===== config.mk =====
export PLATFORM = sky130hd
export DESIGN_NAME = cla_mult_top
export DESIGN_NICKNAME = d
export VERILOG_FILES = /design/src/design/mult_pkg.sv /design/src/design/cla_adder.sv /design/src/design/cla_mult_top.sv /design/src/design/pp_back.sv /design/src/design/pp_front.sv /design/src/design/tree_stage_reg.sv
export SDC_FILE = /design/constraint.sdc
export NUM_CORES = 2
export LEC_CHECK = 0
export BUFFER_PORTS_ARGS = -buffer_cell sky130_fd_sc_hd__buf_2
export CAP_MARGIN = 40
export CORE_UTILIZATION = 65
export DETAILED_ROUTE_END_ITERATION = 12
export HOLD_SLACK_MARGIN = 0.1
export PLACE_DENSITY = 0.87
export SETUP_SLACK_MARGIN = 0.5
export SKIP_LAST_GASP = 1
export SLEW_MARGIN = 20
export SYNTH_ARGS = -nofsm -noshare
export SYNTH_HDL_FRONTEND = slang
export SYNTH_SLANG_ARGS = --single-unit

===== constraint.sdc =====
create_clock -name clk -period 23.3 [get_ports clk]
set_clock_uncertainty 0.15 [all_clocks]
set_input_delay 6.99 -clock clk [delete_from_list [all_inputs] [get_ports clk]]
set_output_delay 6.99 -clock clk [all_outputs]
set_load 0.02 [all_outputs]

===== src/design/mult_pkg.sv =====
package mult_pkg;

    ////////////////////////////////////////
    // widths
    ////////////////////////////////////////

    localparam int OPERAND_W = 32;
    localparam int PRODUCT_W = 2 * OPERAND_W;

    // carry lookahead group size
    localparam int CLA_GROUP_W = 4;

    ////////////////////////////////////////
    // reduction tree
    ////////////////////////////////////////

    // one partial product per bit of b
    localparam int NUM_PP = OPERAND_W;

    // sums left after levels 0 and 1
    localparam int NUM_MID_SUMS = NUM_PP / 4;

    typedef logic [OPERAND_W-1:0] operand_t;
    typedef logic [PRODUCT_W-1:0] product_t;

    // level-1 sums, sum_0 first
    typedef struct packed {
        product_t sum_0;
        product_t sum_1;
        product_t sum_2;
        product_t sum_3;
        product_t sum_4;
        product_t sum_5;
        product_t sum_6;
        product_t sum_7;
    } mid_sums_t;

    // one load strobe per register stage
    typedef struct packed {
        logic in_en;
        logic stage_en;
        logic out_en;
    } pipe_en_t;

endpackage


===== src/design/cla_adder.sv =====
`timescale 1ns/1ps

// width must be a multiple of 4
module cla_adder #(
    parameter int width = 64
) (
    input  logic [width-1:0] x,
    input  logic [width-1:0] y,
    output logic [width-1:0] sum
);
    import mult_pkg::*;

    localparam int num_groups = width / CLA_GROUP_W;

    logic [width-1:0]      g;
    logic [width-1:0]      p;
    logic [num_groups-1:0] grp_c;

    assign g = x & y;
    assign p = x ^ y;

    // no carry in
    assign grp_c[0] = 1'b0;

    for (genvar i = 0; i < num_groups; i++) begin : gen_group
        logic [CLA_GROUP_W-1:0] gg;
        logic [CLA_GROUP_W-1:0] pg;
        logic [CLA_GROUP_W-1:0] c;

        assign gg = g[i*CLA_GROUP_W +: CLA_GROUP_W];
        assign pg = p[i*CLA_GROUP_W +: CLA_GROUP_W];

        // lookahead carries from the group carry in
        assign c[0] = grp_c[i];
        assign c[1] = gg[0] | (pg[0] & c[0]);
        assign c[2] = gg[1]
                    | (gg[0] & pg[1])
                    | (c[0] & pg[0] & pg[1]);
        assign c[3] = gg[2]
                    | (gg[1] & pg[2])
                    | (gg[0] & pg[1] & pg[2])
                    | (c[0] & pg[0] & pg[1] & pg[2]);

        assign sum[i*CLA_GROUP_W +: CLA_GROUP_W] = pg ^ c;

        // group carry out feeds the next group and the top one is dropped
        if (i < num_groups - 1) begin : gen_cout
            assign grp_c[i+1] = gg[3]
                              | (gg[2] & pg[3])
                              | (gg[1] & pg[2] & pg[3])
                              | (gg[0] & pg[1] & pg[2] & pg[3])
                              | (c[0] & pg[0] & pg[1] & pg[2] & pg[3]);
        end
    end

endmodule


===== src/design/cla_mult_top.sv =====
`timescale 1ns/1ps

// unsigned 32x32 multiply, three register stages
module cla_mult_top (
    input  logic                           clk,
    input  logic                           rst_n,
    input  mult_pkg::pipe_en_t             en,
    input  mult_pkg::operand_t             a,
    input  mult_pkg::operand_t             b,
    output logic [mult_pkg::OPERAND_W-1:0] hi,
    output logic [mult_pkg::OPERAND_W-1:0] lo
);
    import mult_pkg::*;

    mid_sums_t mid_sums;
    mid_sums_t mid_sums_q;

    pp_front i_front (
        .clk      (clk),
        .rst_n    (rst_n),
        .in_en    (en.in_en),
        .a        (a),
        .b        (b),
        .mid_sums (mid_sums)
    );

    tree_stage_reg i_stage (
        .clk        (clk),
        .rst_n      (rst_n),
        .stage_en   (en.stage_en),
        .mid_sums   (mid_sums),
        .mid_sums_q (mid_sums_q)
    );

    pp_back i_back (
        .clk        (clk),
        .rst_n      (rst_n),
        .out_en     (en.out_en),
        .mid_sums_q (mid_sums_q),
        .hi         (hi),
        .lo         (lo)
    );

endmodule


===== src/design/pp_back.sv =====
`timescale 1ns/1ps

module pp_back (
    input  logic                         clk,
    input  logic                         rst_n,
    input  logic                         out_en,
    input  mult_pkg::mid_sums_t          mid_sums_q,
    output logic [mult_pkg::OPERAND_W-1:0] hi,
    output logic [mult_pkg::OPERAND_W-1:0] lo
);
    import mult_pkg::*;

    product_t [NUM_MID_SUMS-1:0]   s;
    product_t [NUM_MID_SUMS/2-1:0] lvl2;
    product_t [NUM_MID_SUMS/4-1:0] lvl3;
    product_t                      product;

    assign s[0] = mid_sums_q.sum_0;
    assign s[1] = mid_sums_q.sum_1;
    assign s[2] = mid_sums_q.sum_2;
    assign s[3] = mid_sums_q.sum_3;
    assign s[4] = mid_sums_q.sum_4;
    assign s[5] = mid_sums_q.sum_5;
    assign s[6] = mid_sums_q.sum_6;
    assign s[7] = mid_sums_q.sum_7;

    ////////////////////////////////////////
    // adder levels 2 to 4
    ////////////////////////////////////////

    for (genvar i = 0; i < NUM_MID_SUMS/2; i++) begin : gen_lvl2
        cla_adder #(
            .width(PRODUCT_W)
        ) i_add (
            .x   (s[2*i]),
            .y   (s[2*i+1]),
            .sum (lvl2[i])
        );
    end

    for (genvar i = 0; i < NUM_MID_SUMS/4; i++) begin : gen_lvl3
        cla_adder #(
            .width(PRODUCT_W)
        ) i_add (
            .x   (lvl2[2*i]),
            .y   (lvl2[2*i+1]),
            .sum (lvl3[i])
        );
    end

    // final sum is the full product
    cla_adder #(
        .width(PRODUCT_W)
    ) i_add_lvl4 (
        .x   (lvl3[0]),
        .y   (lvl3[1]),
        .sum (product)
    );

    ////////////////////////////////////////
    // output registers
    ////////////////////////////////////////

    always_ff @(posedge clk) begin
        if (!rst_n) begin
            hi <= '0;
            lo <= '0;
        end else if (out_en) begin
            hi <= product[PRODUCT_W-1:OPERAND_W];
            lo <= product[OPERAND_W-1:0];
        end
    end

endmodule


===== src/design/pp_front.sv =====
`timescale 1ns/1ps

module pp_front (
    input  logic                clk,
    input  logic                rst_n,
    input  logic                in_en,
    input  mult_pkg::operand_t  a,
    input  mult_pkg::operand_t  b,
    output mult_pkg::mid_sums_t mid_sums
);
    import mult_pkg::*;

    operand_t a_q;
    operand_t b_q;

    product_t [NUM_PP-1:0]       pp;
    product_t [NUM_PP/2-1:0]     lvl0;
    product_t [NUM_MID_SUMS-1:0] lvl1;

    ////////////////////////////////////////
    // operand register
    ////////////////////////////////////////

    always_ff @(posedge clk) begin
        if (!rst_n) begin
            a_q <= '0;
            b_q <= '0;
        end else if (in_en) begin
            a_q <= a;
            b_q <= b;
        end
    end

    ////////////////////////////////////////
    // partial products
    ////////////////////////////////////////

    // a gated by bit i of b, padded and shifted into place
    for (genvar i = 0; i < NUM_PP; i++) begin : gen_pp
        assign pp[i] = product_t'(a_q & {OPERAND_W{b_q[i]}}) << i;
    end

    ////////////////////////////////////////
    // adder levels 0 and 1
    ////////////////////////////////////////

    for (genvar i = 0; i < NUM_PP/2; i++) begin : gen_lvl0
        cla_adder #(
            .width(PRODUCT_W)
        ) i_add (
            .x   (pp[2*i]),
            .y   (pp[2*i+1]),
            .sum (lvl0[i])
        );
    end

    for (genvar i = 0; i < NUM_MID_SUMS; i++) begin : gen_lvl1
        cla_adder #(
            .width(PRODUCT_W)
        ) i_add (
            .x   (lvl0[2*i]),
            .y   (lvl0[2*i+1]),
            .sum (lvl1[i])
        );
    end

    assign mid_sums.sum_0 = lvl1[0];
    assign mid_sums.sum_1 = lvl1[1];
    assign mid_sums.sum_2 = lvl1[2];
    assign mid_sums.sum_3 = lvl1[3];
    assign mid_sums.sum_4 = lvl1[4];
    assign mid_sums.sum_5 = lvl1[5];
    assign mid_sums.sum_6 = lvl1[6];
    assign mid_sums.sum_7 = lvl1[7];

endmodule


===== src/design/tree_stage_reg.sv =====
`timescale 1ns/1ps

// pipeline cut between the two halves of the adder tree
module tree_stage_reg (
    input  logic                clk,
    input  logic                rst_n,
    input  logic                stage_en,
    input  mult_pkg::mid_sums_t mid_sums,
    output mult_pkg::mid_sums_t mid_sums_q
);

    always_ff @(posedge clk) begin
        if (!rst_n) begin
            mid_sums_q <= '0;
        end else if (stage_en) begin
            mid_sums_q <= mid_sums;
        end
    end

endmodule


# ---- Word-level counts from Yosys, hierarchy flattened
# Cells that the tools add are included.
dict set report word_totals {
  word_cells 10026
  inputBits 69
  out_inout_bits 64
  ff_bits 640
}
dict set report op_classes {
  bitwise 10014
}
# op count
set op_table {}
lappend op_table {{1-bit bitwise AND} 4693}
lappend op_table {{1-bit bitwise OR} 4682}
lappend op_table {{4-bit bitwise XOR} 496}
lappend op_table {{64-bit bitwise XOR} 31}
lappend op_table {{63-bit bitwise AND} 25}
lappend op_table {{32-bit bitwise AND} 32}
lappend op_table {{62-bit by 63-bit bitwise AND with 63-bit output} 1}
lappend op_table {{60-bit by 61-bit bitwise AND with 61-bit output} 1}
lappend op_table {{58-bit by 59-bit bitwise AND with 59-bit output} 1}
lappend op_table {{56-bit by 57-bit bitwise AND with 57-bit output} 1}
lappend op_table {{54-bit by 55-bit bitwise AND with 55-bit output} 1}
lappend op_table {{52-bit by 53-bit bitwise AND with 53-bit output} 1}
lappend op_table {{1-bit bitwise OR (first input constant)} 30}
lappend op_table {{1-bit bitwise AND (first input constant)} 19}

# ---- Depth between registers and ports, before layout
dict set report logic_depth {
  ltp_word 240
  ltp_mapped 80
  mapped_depth_nobuf 80
}

# ---- Cells and area by module
# Synthesis repeated with hierarchy kept, for this count alone.
dict set report unflattened {
  cells_unflattened 10595
  area_unflattened_um2 105482.4
}
# mod area_each_um2 instances cells_per_inst seq_area_each_um2
set by_module_without_submodules {}
lappend by_module_without_submodules {cla_adder 2374.8 31 236 0.0}
lappend by_module_without_submodules {tree_stage_reg 19819.0 1 1650 10249.8}
lappend by_module_without_submodules {pp_front 9594.2 1 1423 1281.2}
lappend by_module_without_submodules {pp_back 2451.1 1 206 1281.2}

# ---- Worst setup path after synthesis
# Ideal clock, no wire load.
dict set report synth_timing {
  kind {register -> register}
  start {reg, netlist name i_stage.mid_sums_q[453]}
  end {reg i_back.hi[31] in the netlist's numbering}
  period_less_slack_ns 15.490
  path_buffers 0
  required_time_ns 23.034
  arrival_ns 15.224
  setup_ns 0.116
  stages_incl_launch_ff 80
  setup_slack_ns 7.810
  path_cell_list {dfxtp_1 -> ha_1 -> ha_1 -> o21a_1 -> o21ai_0 -> nand2b_1 -> ha_1 -> o21a_1 -> o21a_1 -> o21ai_0 -> nand2b_1 -> ha_1 -> o21a_1 -> o21a_1 -> o21a_1 -> or2_2 -> ha_1 -> o21a_1 -> (+44 left out) -> o21ai_0 -> a21o_1 -> nor2_1 -> ha_1 -> ha_1 -> ha_1 -> ha_1 -> ha_1 -> ha_1 -> ha_1 -> ha_1 -> ha_1 -> ha_1 -> ha_1 -> xnor3_1 -> xnor2_1 -> nand2_1 -> o211a_1}
}
dict set report synth_via {
  elab_chain_len 88
  elab_cells_between_ends 657
  cone_classes {bitwise: 657}
}
# element line
set synth_rtl {}
lappend synth_rtl {{63-bit bitwise AND or 64-bit bitwise XOR (tied branches)} {cla_adder.sv:19, cla_adder.sv:20}}
lappend synth_rtl {{1-bit bitwise AND (on tied branches)} --}
lappend synth_rtl {{1-bit bitwise AND (tied with other cells)} cla_adder.sv:50} ;# | (gg[1] & pg[2] & pg[3])
lappend synth_rtl {{1-bit bitwise OR (tied with other cells)} cla_adder.sv:50}
lappend synth_rtl {{1-bit bitwise OR (on tied branches)} {cla_adder.sv:51, cla_adder.sv:42}}
lappend synth_rtl {{1-bit bitwise OR or 4-bit bitwise XOR (tied branches)} {cla_adder.sv:52, cla_adder.sv:44}}
lappend synth_rtl {{1-bit bitwise AND or 64-bit bitwise XOR (tied branches)} --}
lappend synth_rtl {{1-bit bitwise AND (on tied branches)} --}
lappend synth_rtl {{(+70 left out)} --}
lappend synth_rtl {{1-bit bitwise AND (on tied branches)} {cla_adder.sv:49, cla_adder.sv:52}}
lappend synth_rtl {{1-bit bitwise OR or 1-bit bitwise AND (tied branches)} {cla_adder.sv:49, cla_adder.sv:52}}
lappend synth_rtl {{1-bit bitwise OR or 1-bit bitwise AND (tied branches)} {cla_adder.sv:50, cla_adder.sv:52}}
lappend synth_rtl {{1-bit bitwise OR or 1-bit bitwise AND (tied branches)} {cla_adder.sv:51, cla_adder.sv:52}}
lappend synth_rtl {{1-bit bitwise OR} cla_adder.sv:52} ;# | (c[0] & pg[0] & pg[1] & pg[2] & pg[3]);
lappend synth_rtl {{1-bit bitwise AND (3 in a row)} cla_adder.sv:42} ;# | (c[0] & pg[0] & pg[1] & pg[2]);
lappend synth_rtl {{1-bit bitwise OR} cla_adder.sv:42}
lappend synth_rtl {{4-bit bitwise XOR *} cla_adder.sv:44} ;# assign sum[i*CLA_GROUP_W +: CLA_GROUP_W] = pg ^ c;
lappend synth_rtl {{end signal: assignment} pp_back.sv:69} ;# hi <= product[PRODUCT_W-1:OPERAND_W];
lappend synth_rtl {{end: declaration} pp_back.sv:8} ;# output logic [mult_pkg::OPERAND_W-1:0] hi,
# Every way passes the cells marked *; elsewhere a longest branch is shown, timed or not.
# A chain may end at the register's enable or synchronous reset.

# ---- Worst setup path in the final report
dict set report layout_timing {
  start {reg, netlist name i_stage.mid_sums_q[453]}
  end {reg i_back.hi[31] in the netlist's numbering}
}
dict set report layout_via {
  elab_chain_len 88
  elab_cells_between_ends 657
  cone_classes {bitwise: 657}
}
# element line
set layout_rtl {}
lappend layout_rtl {{63-bit bitwise AND or 64-bit bitwise XOR (tied branches)} {cla_adder.sv:19, cla_adder.sv:20}}
lappend layout_rtl {{1-bit bitwise AND (on tied branches)} --}
lappend layout_rtl {{1-bit bitwise AND (tied with other cells)} cla_adder.sv:50}
lappend layout_rtl {{1-bit bitwise OR (tied with other cells)} cla_adder.sv:50}
lappend layout_rtl {{1-bit bitwise OR (on tied branches)} {cla_adder.sv:51, cla_adder.sv:42}}
lappend layout_rtl {{1-bit bitwise OR or 4-bit bitwise XOR (tied branches)} {cla_adder.sv:52, cla_adder.sv:44}}
lappend layout_rtl {{1-bit bitwise AND or 64-bit bitwise XOR (tied branches)} --}
lappend layout_rtl {{1-bit bitwise AND (on tied branches)} --}
lappend layout_rtl {{(+70 left out)} --}
lappend layout_rtl {{1-bit bitwise AND (on tied branches)} {cla_adder.sv:49, cla_adder.sv:52}}
lappend layout_rtl {{1-bit bitwise OR or 1-bit bitwise AND (tied branches)} {cla_adder.sv:49, cla_adder.sv:52}}
lappend layout_rtl {{1-bit bitwise OR or 1-bit bitwise AND (tied branches)} {cla_adder.sv:50, cla_adder.sv:52}}
lappend layout_rtl {{1-bit bitwise OR or 1-bit bitwise AND (tied branches)} {cla_adder.sv:51, cla_adder.sv:52}}
lappend layout_rtl {{1-bit bitwise OR} cla_adder.sv:52}
lappend layout_rtl {{1-bit bitwise AND (3 in a row)} cla_adder.sv:42}
lappend layout_rtl {{1-bit bitwise OR} cla_adder.sv:42}
lappend layout_rtl {{4-bit bitwise XOR *} cla_adder.sv:44}
# Marked as above.

==> qor.txt <==
Global Route Usage Sum = 33.2%
Synthesized area = 59200 µm²
Metal2 WL = 69800 µm
Die Wd = 304 µm
Unique masters post-synth = 51
Sequential Area = 8470 µm²
GP Congestion = 0.897
Worst hold slack = 0.321 ns
Routed length on met1 = 65600 µm
Initial DRC Count = 3769
Fin crit share = 74.1%
CP endpoint kind = flip-flop
Post-CTS Repair Setup Buffers = 0
Syn. warnings = 0
Starting Density = 65.7%
Ys flop type = dfxtp_1
Design Area, Final = 62700 µm²
Fill count = 6587
Number of remaining DRC errors = 0
Final setup fails = 0
DRT Pass-1 Iters = 6
Hold Crit Class = flip-flop to flip-flop
RSZ-0062 raised after global routing = no
Syn Nets = 8391
Highest metal used = met5
Sequential fraction of the synthesis area = 14.3%
Final worst path period need = 17.27 ns
DR vias = 48400
Cts hold-fix bufs = 0
Multi-input logic area = 48000 µm²
Worst Path Max Fanout = 4
Row cnt = 110
Slowest cell on crit path = fa_1
H-tree Lvls = 2
Via-to-Cell Ratio = 6.08
Initial antenna violation count = 11
Core Region = 90100 µm²
Cells after synthesis = 6793
Routed Antenna Nets = 0
CTS tree = done
Slew margin rel. = 36.5%
Crit path DAT = 17.68 ns
Die area = 92300 µm²
Slew @ Worst Pin = 0.952 ns
Ports = 133
Pwr per Cell Area = 36.4 nW/µm²
Most frequent cells in the layout = 1265 x ha_1, 908 x and2_1, 423 x dfxtp_1
CTS Sinks = 423
Max-Cap Viols = 0
CP startpoint kind = flip-flop
Clock Path Buffers = 3
Setup ws final = 6.03 ns
LEAKAGE = 35.9 nW
Die H = 304 µm
Most common cell after layout, fill and taps aside = ha_1
Placed Area = 60700 µm²
Metal3 WL = 12700 µm
Post-synth EDFFs = 0
Total CTS buffers = 53
Delay of the slowest cell on the worst path = 0.56 ns
Total Wirelength = 154000 µm
Total congestion overflow = 0
PortBufs = 132
Worst vdd ir = 0.0000557 V
Final Hold Viols = 0
Most used cell, CP = ha_1
WL/cell = 19.3 µm
Largest net degree at the start of global routing = 209
Outcome = complete, no violations
HPWL after detailed placement = 113000 µm
Worst path required time = 23.71 ns
Vias in the first global route = 49600
Mean Syn Cell Area = 8.71 µm²
Resize count post-CTS = 0
Area Overhead vs Synth = 5.91%
Setup TNS = 0 ns
Setup CP Type = flip-flop to flip-flop
Place WS = 6.23 ns
Global-route wire length before repair = 251000 µm
CTS clk-pin slew, worst paths = 0.06 ns
Slew Viols, Final = 0
Clock root buffer = clkbuf_16
#FFs+latches synth = 423
Worst skew pair latency = 0.67 ns
Peak Freq = 0.0579 GHz
FFs w/ async S/R, synth = 0%
Nets = 8325
Fraction of layout cells with a size suffix above 1 = 5.14%
worst max-delay path: cells and delay by family, from the launching register on:
family,cells,cell delay [ns]
compound gates,35,8.06
fa+ha+maj,28,6.51
xor+xnor,2,0.39
flops,1,0.34
simple gates,13,1.72
worst paths after layout:
kind                           startpoint                 endpoint  slack [ns]  depth (start not counted)
hold / removal    i_stage.mid_sums_q[184]  i_stage.mid_sums_q[184]        0.32                          1
setup / recovery  i_stage.mid_sums_q[453]            i_back.hi[31]        6.03                         78
hold reg to reg   i_stage.mid_sums_q[184]  i_stage.mid_sums_q[184]        0.32                          1
setup reg to reg  i_stage.mid_sums_q[453]            i_back.hi[31]        6.03                         78
power by group:
| group | internal (mW) | switching [mW] |
|---|---|---|
| logic | 0.230 | 0.364 |
| clock network | 0.516 | 0.371 |
| registers | 0.763 | 0.0387 |
flip-flops by register name (all words and copies together) (netlist names):
| register | cells |
|---|---|
| i_front.b_q | 32 |
| i_front.a_q | 32 |
| i_back.lo | 32 |
| i_back.hi | 32 |
| i_stage.mid_sums_q | 295 |
logic make-up after synthesis:
family / Yosys count / synth area share, %
AO/OA/AOI/OAI: 1053 / 12.7
XOR/XNOR: 400 / 5.94
adder cells (fa/ha/maj): 1529 / 35.7
buffers and inverters: 680 / 4.53
flip-flops: 423 / 14.3
multiplexers: 174 / 2.94
AND/OR/NAND/NOR: 2534 / 23.9
metrics by stage:
stage                     cells  util [%]  power [mW]
after global routing       7947      69.5        2.37
after floorplan            6793         -        1.19
after CTS                  7943      69.4        2.27
after detailed placement   7844      67.4        1.39
final                      7950      69.5        2.28
after global placement     7827      67.0        1.36
Yosys cell counts (all sizes together) (3+ instances only):
| master | instances | area, µm² |
|---|---|---|
| nor3 | 246 | 1230 |
| and3b | 8 | 70.1 |
| xor2 | 105 | 920 |
| o21ai | 234 | 1170 |
| a31oi | 7 | 43.8 |
| nand2 | 293 | 1100 |
| nand2b | 188 | 1180 |
| nand3 | 75 | 375 |
| and2 | 914 | 5730 |
| buf | 90 | 468 |
| a21o | 95 | 713 |
| mux2i | 174 | 1740 |
| and3 | 12 | 75.1 |
| nand4 | 5 | 31.3 |
| clkbuf | 244 | 916 |
| a211oi | 5 | 37.5 |
| o21a | 420 | 3150 |
| or2 | 28 | 175 |
| a21oi | 44 | 220 |
| nor2 | 346 | 1300 |
| a21boi | 78 | 586 |
| nor2b | 213 | 1330 |
| dfxtp | 423 | 8470 |
| o311ai | 3 | 26.3 |
| xnor2 | 294 | 2570 |
| nor3b | 26 | 195 |
| inv | 346 | 1300 |
| fa | 264 | 5290 |
| nand3b | 167 | 1250 |
| a311o | 33 | 330 |
| or3 | 8 | 65.1 |
| o211ai | 35 | 263 |
| o211a | 86 | 861 |
| ha | 1265 | 15800 |
| a211o | 5 | 43.8 |
cell type report:
| cell class | count | share of cell area [%] |
|---|---|---|
| inverter | 346 | 2.07 |
| antenna | 3 | 0.0120 |
| timing repair buffer | 213 | 2.47 |
| tap | 1176 | 2.35 |
| clock buffer | 74 | 2.50 |
| sequential | 423 | 13.5 |
| clock inverter | 25 | 0.453 |
| multi-input combinational | 5690 | 76.6 |
routing by layer:
metal / vias up / GRT usage (%)
li1: 22900 / -
met1: 23400 / 43.3
met2: 1683 / 55.4
met3: 352 / 5.07
met4: 10 / 11.9
met5: - / 0
Note: power is estimated with default switching activity, not from simulation.
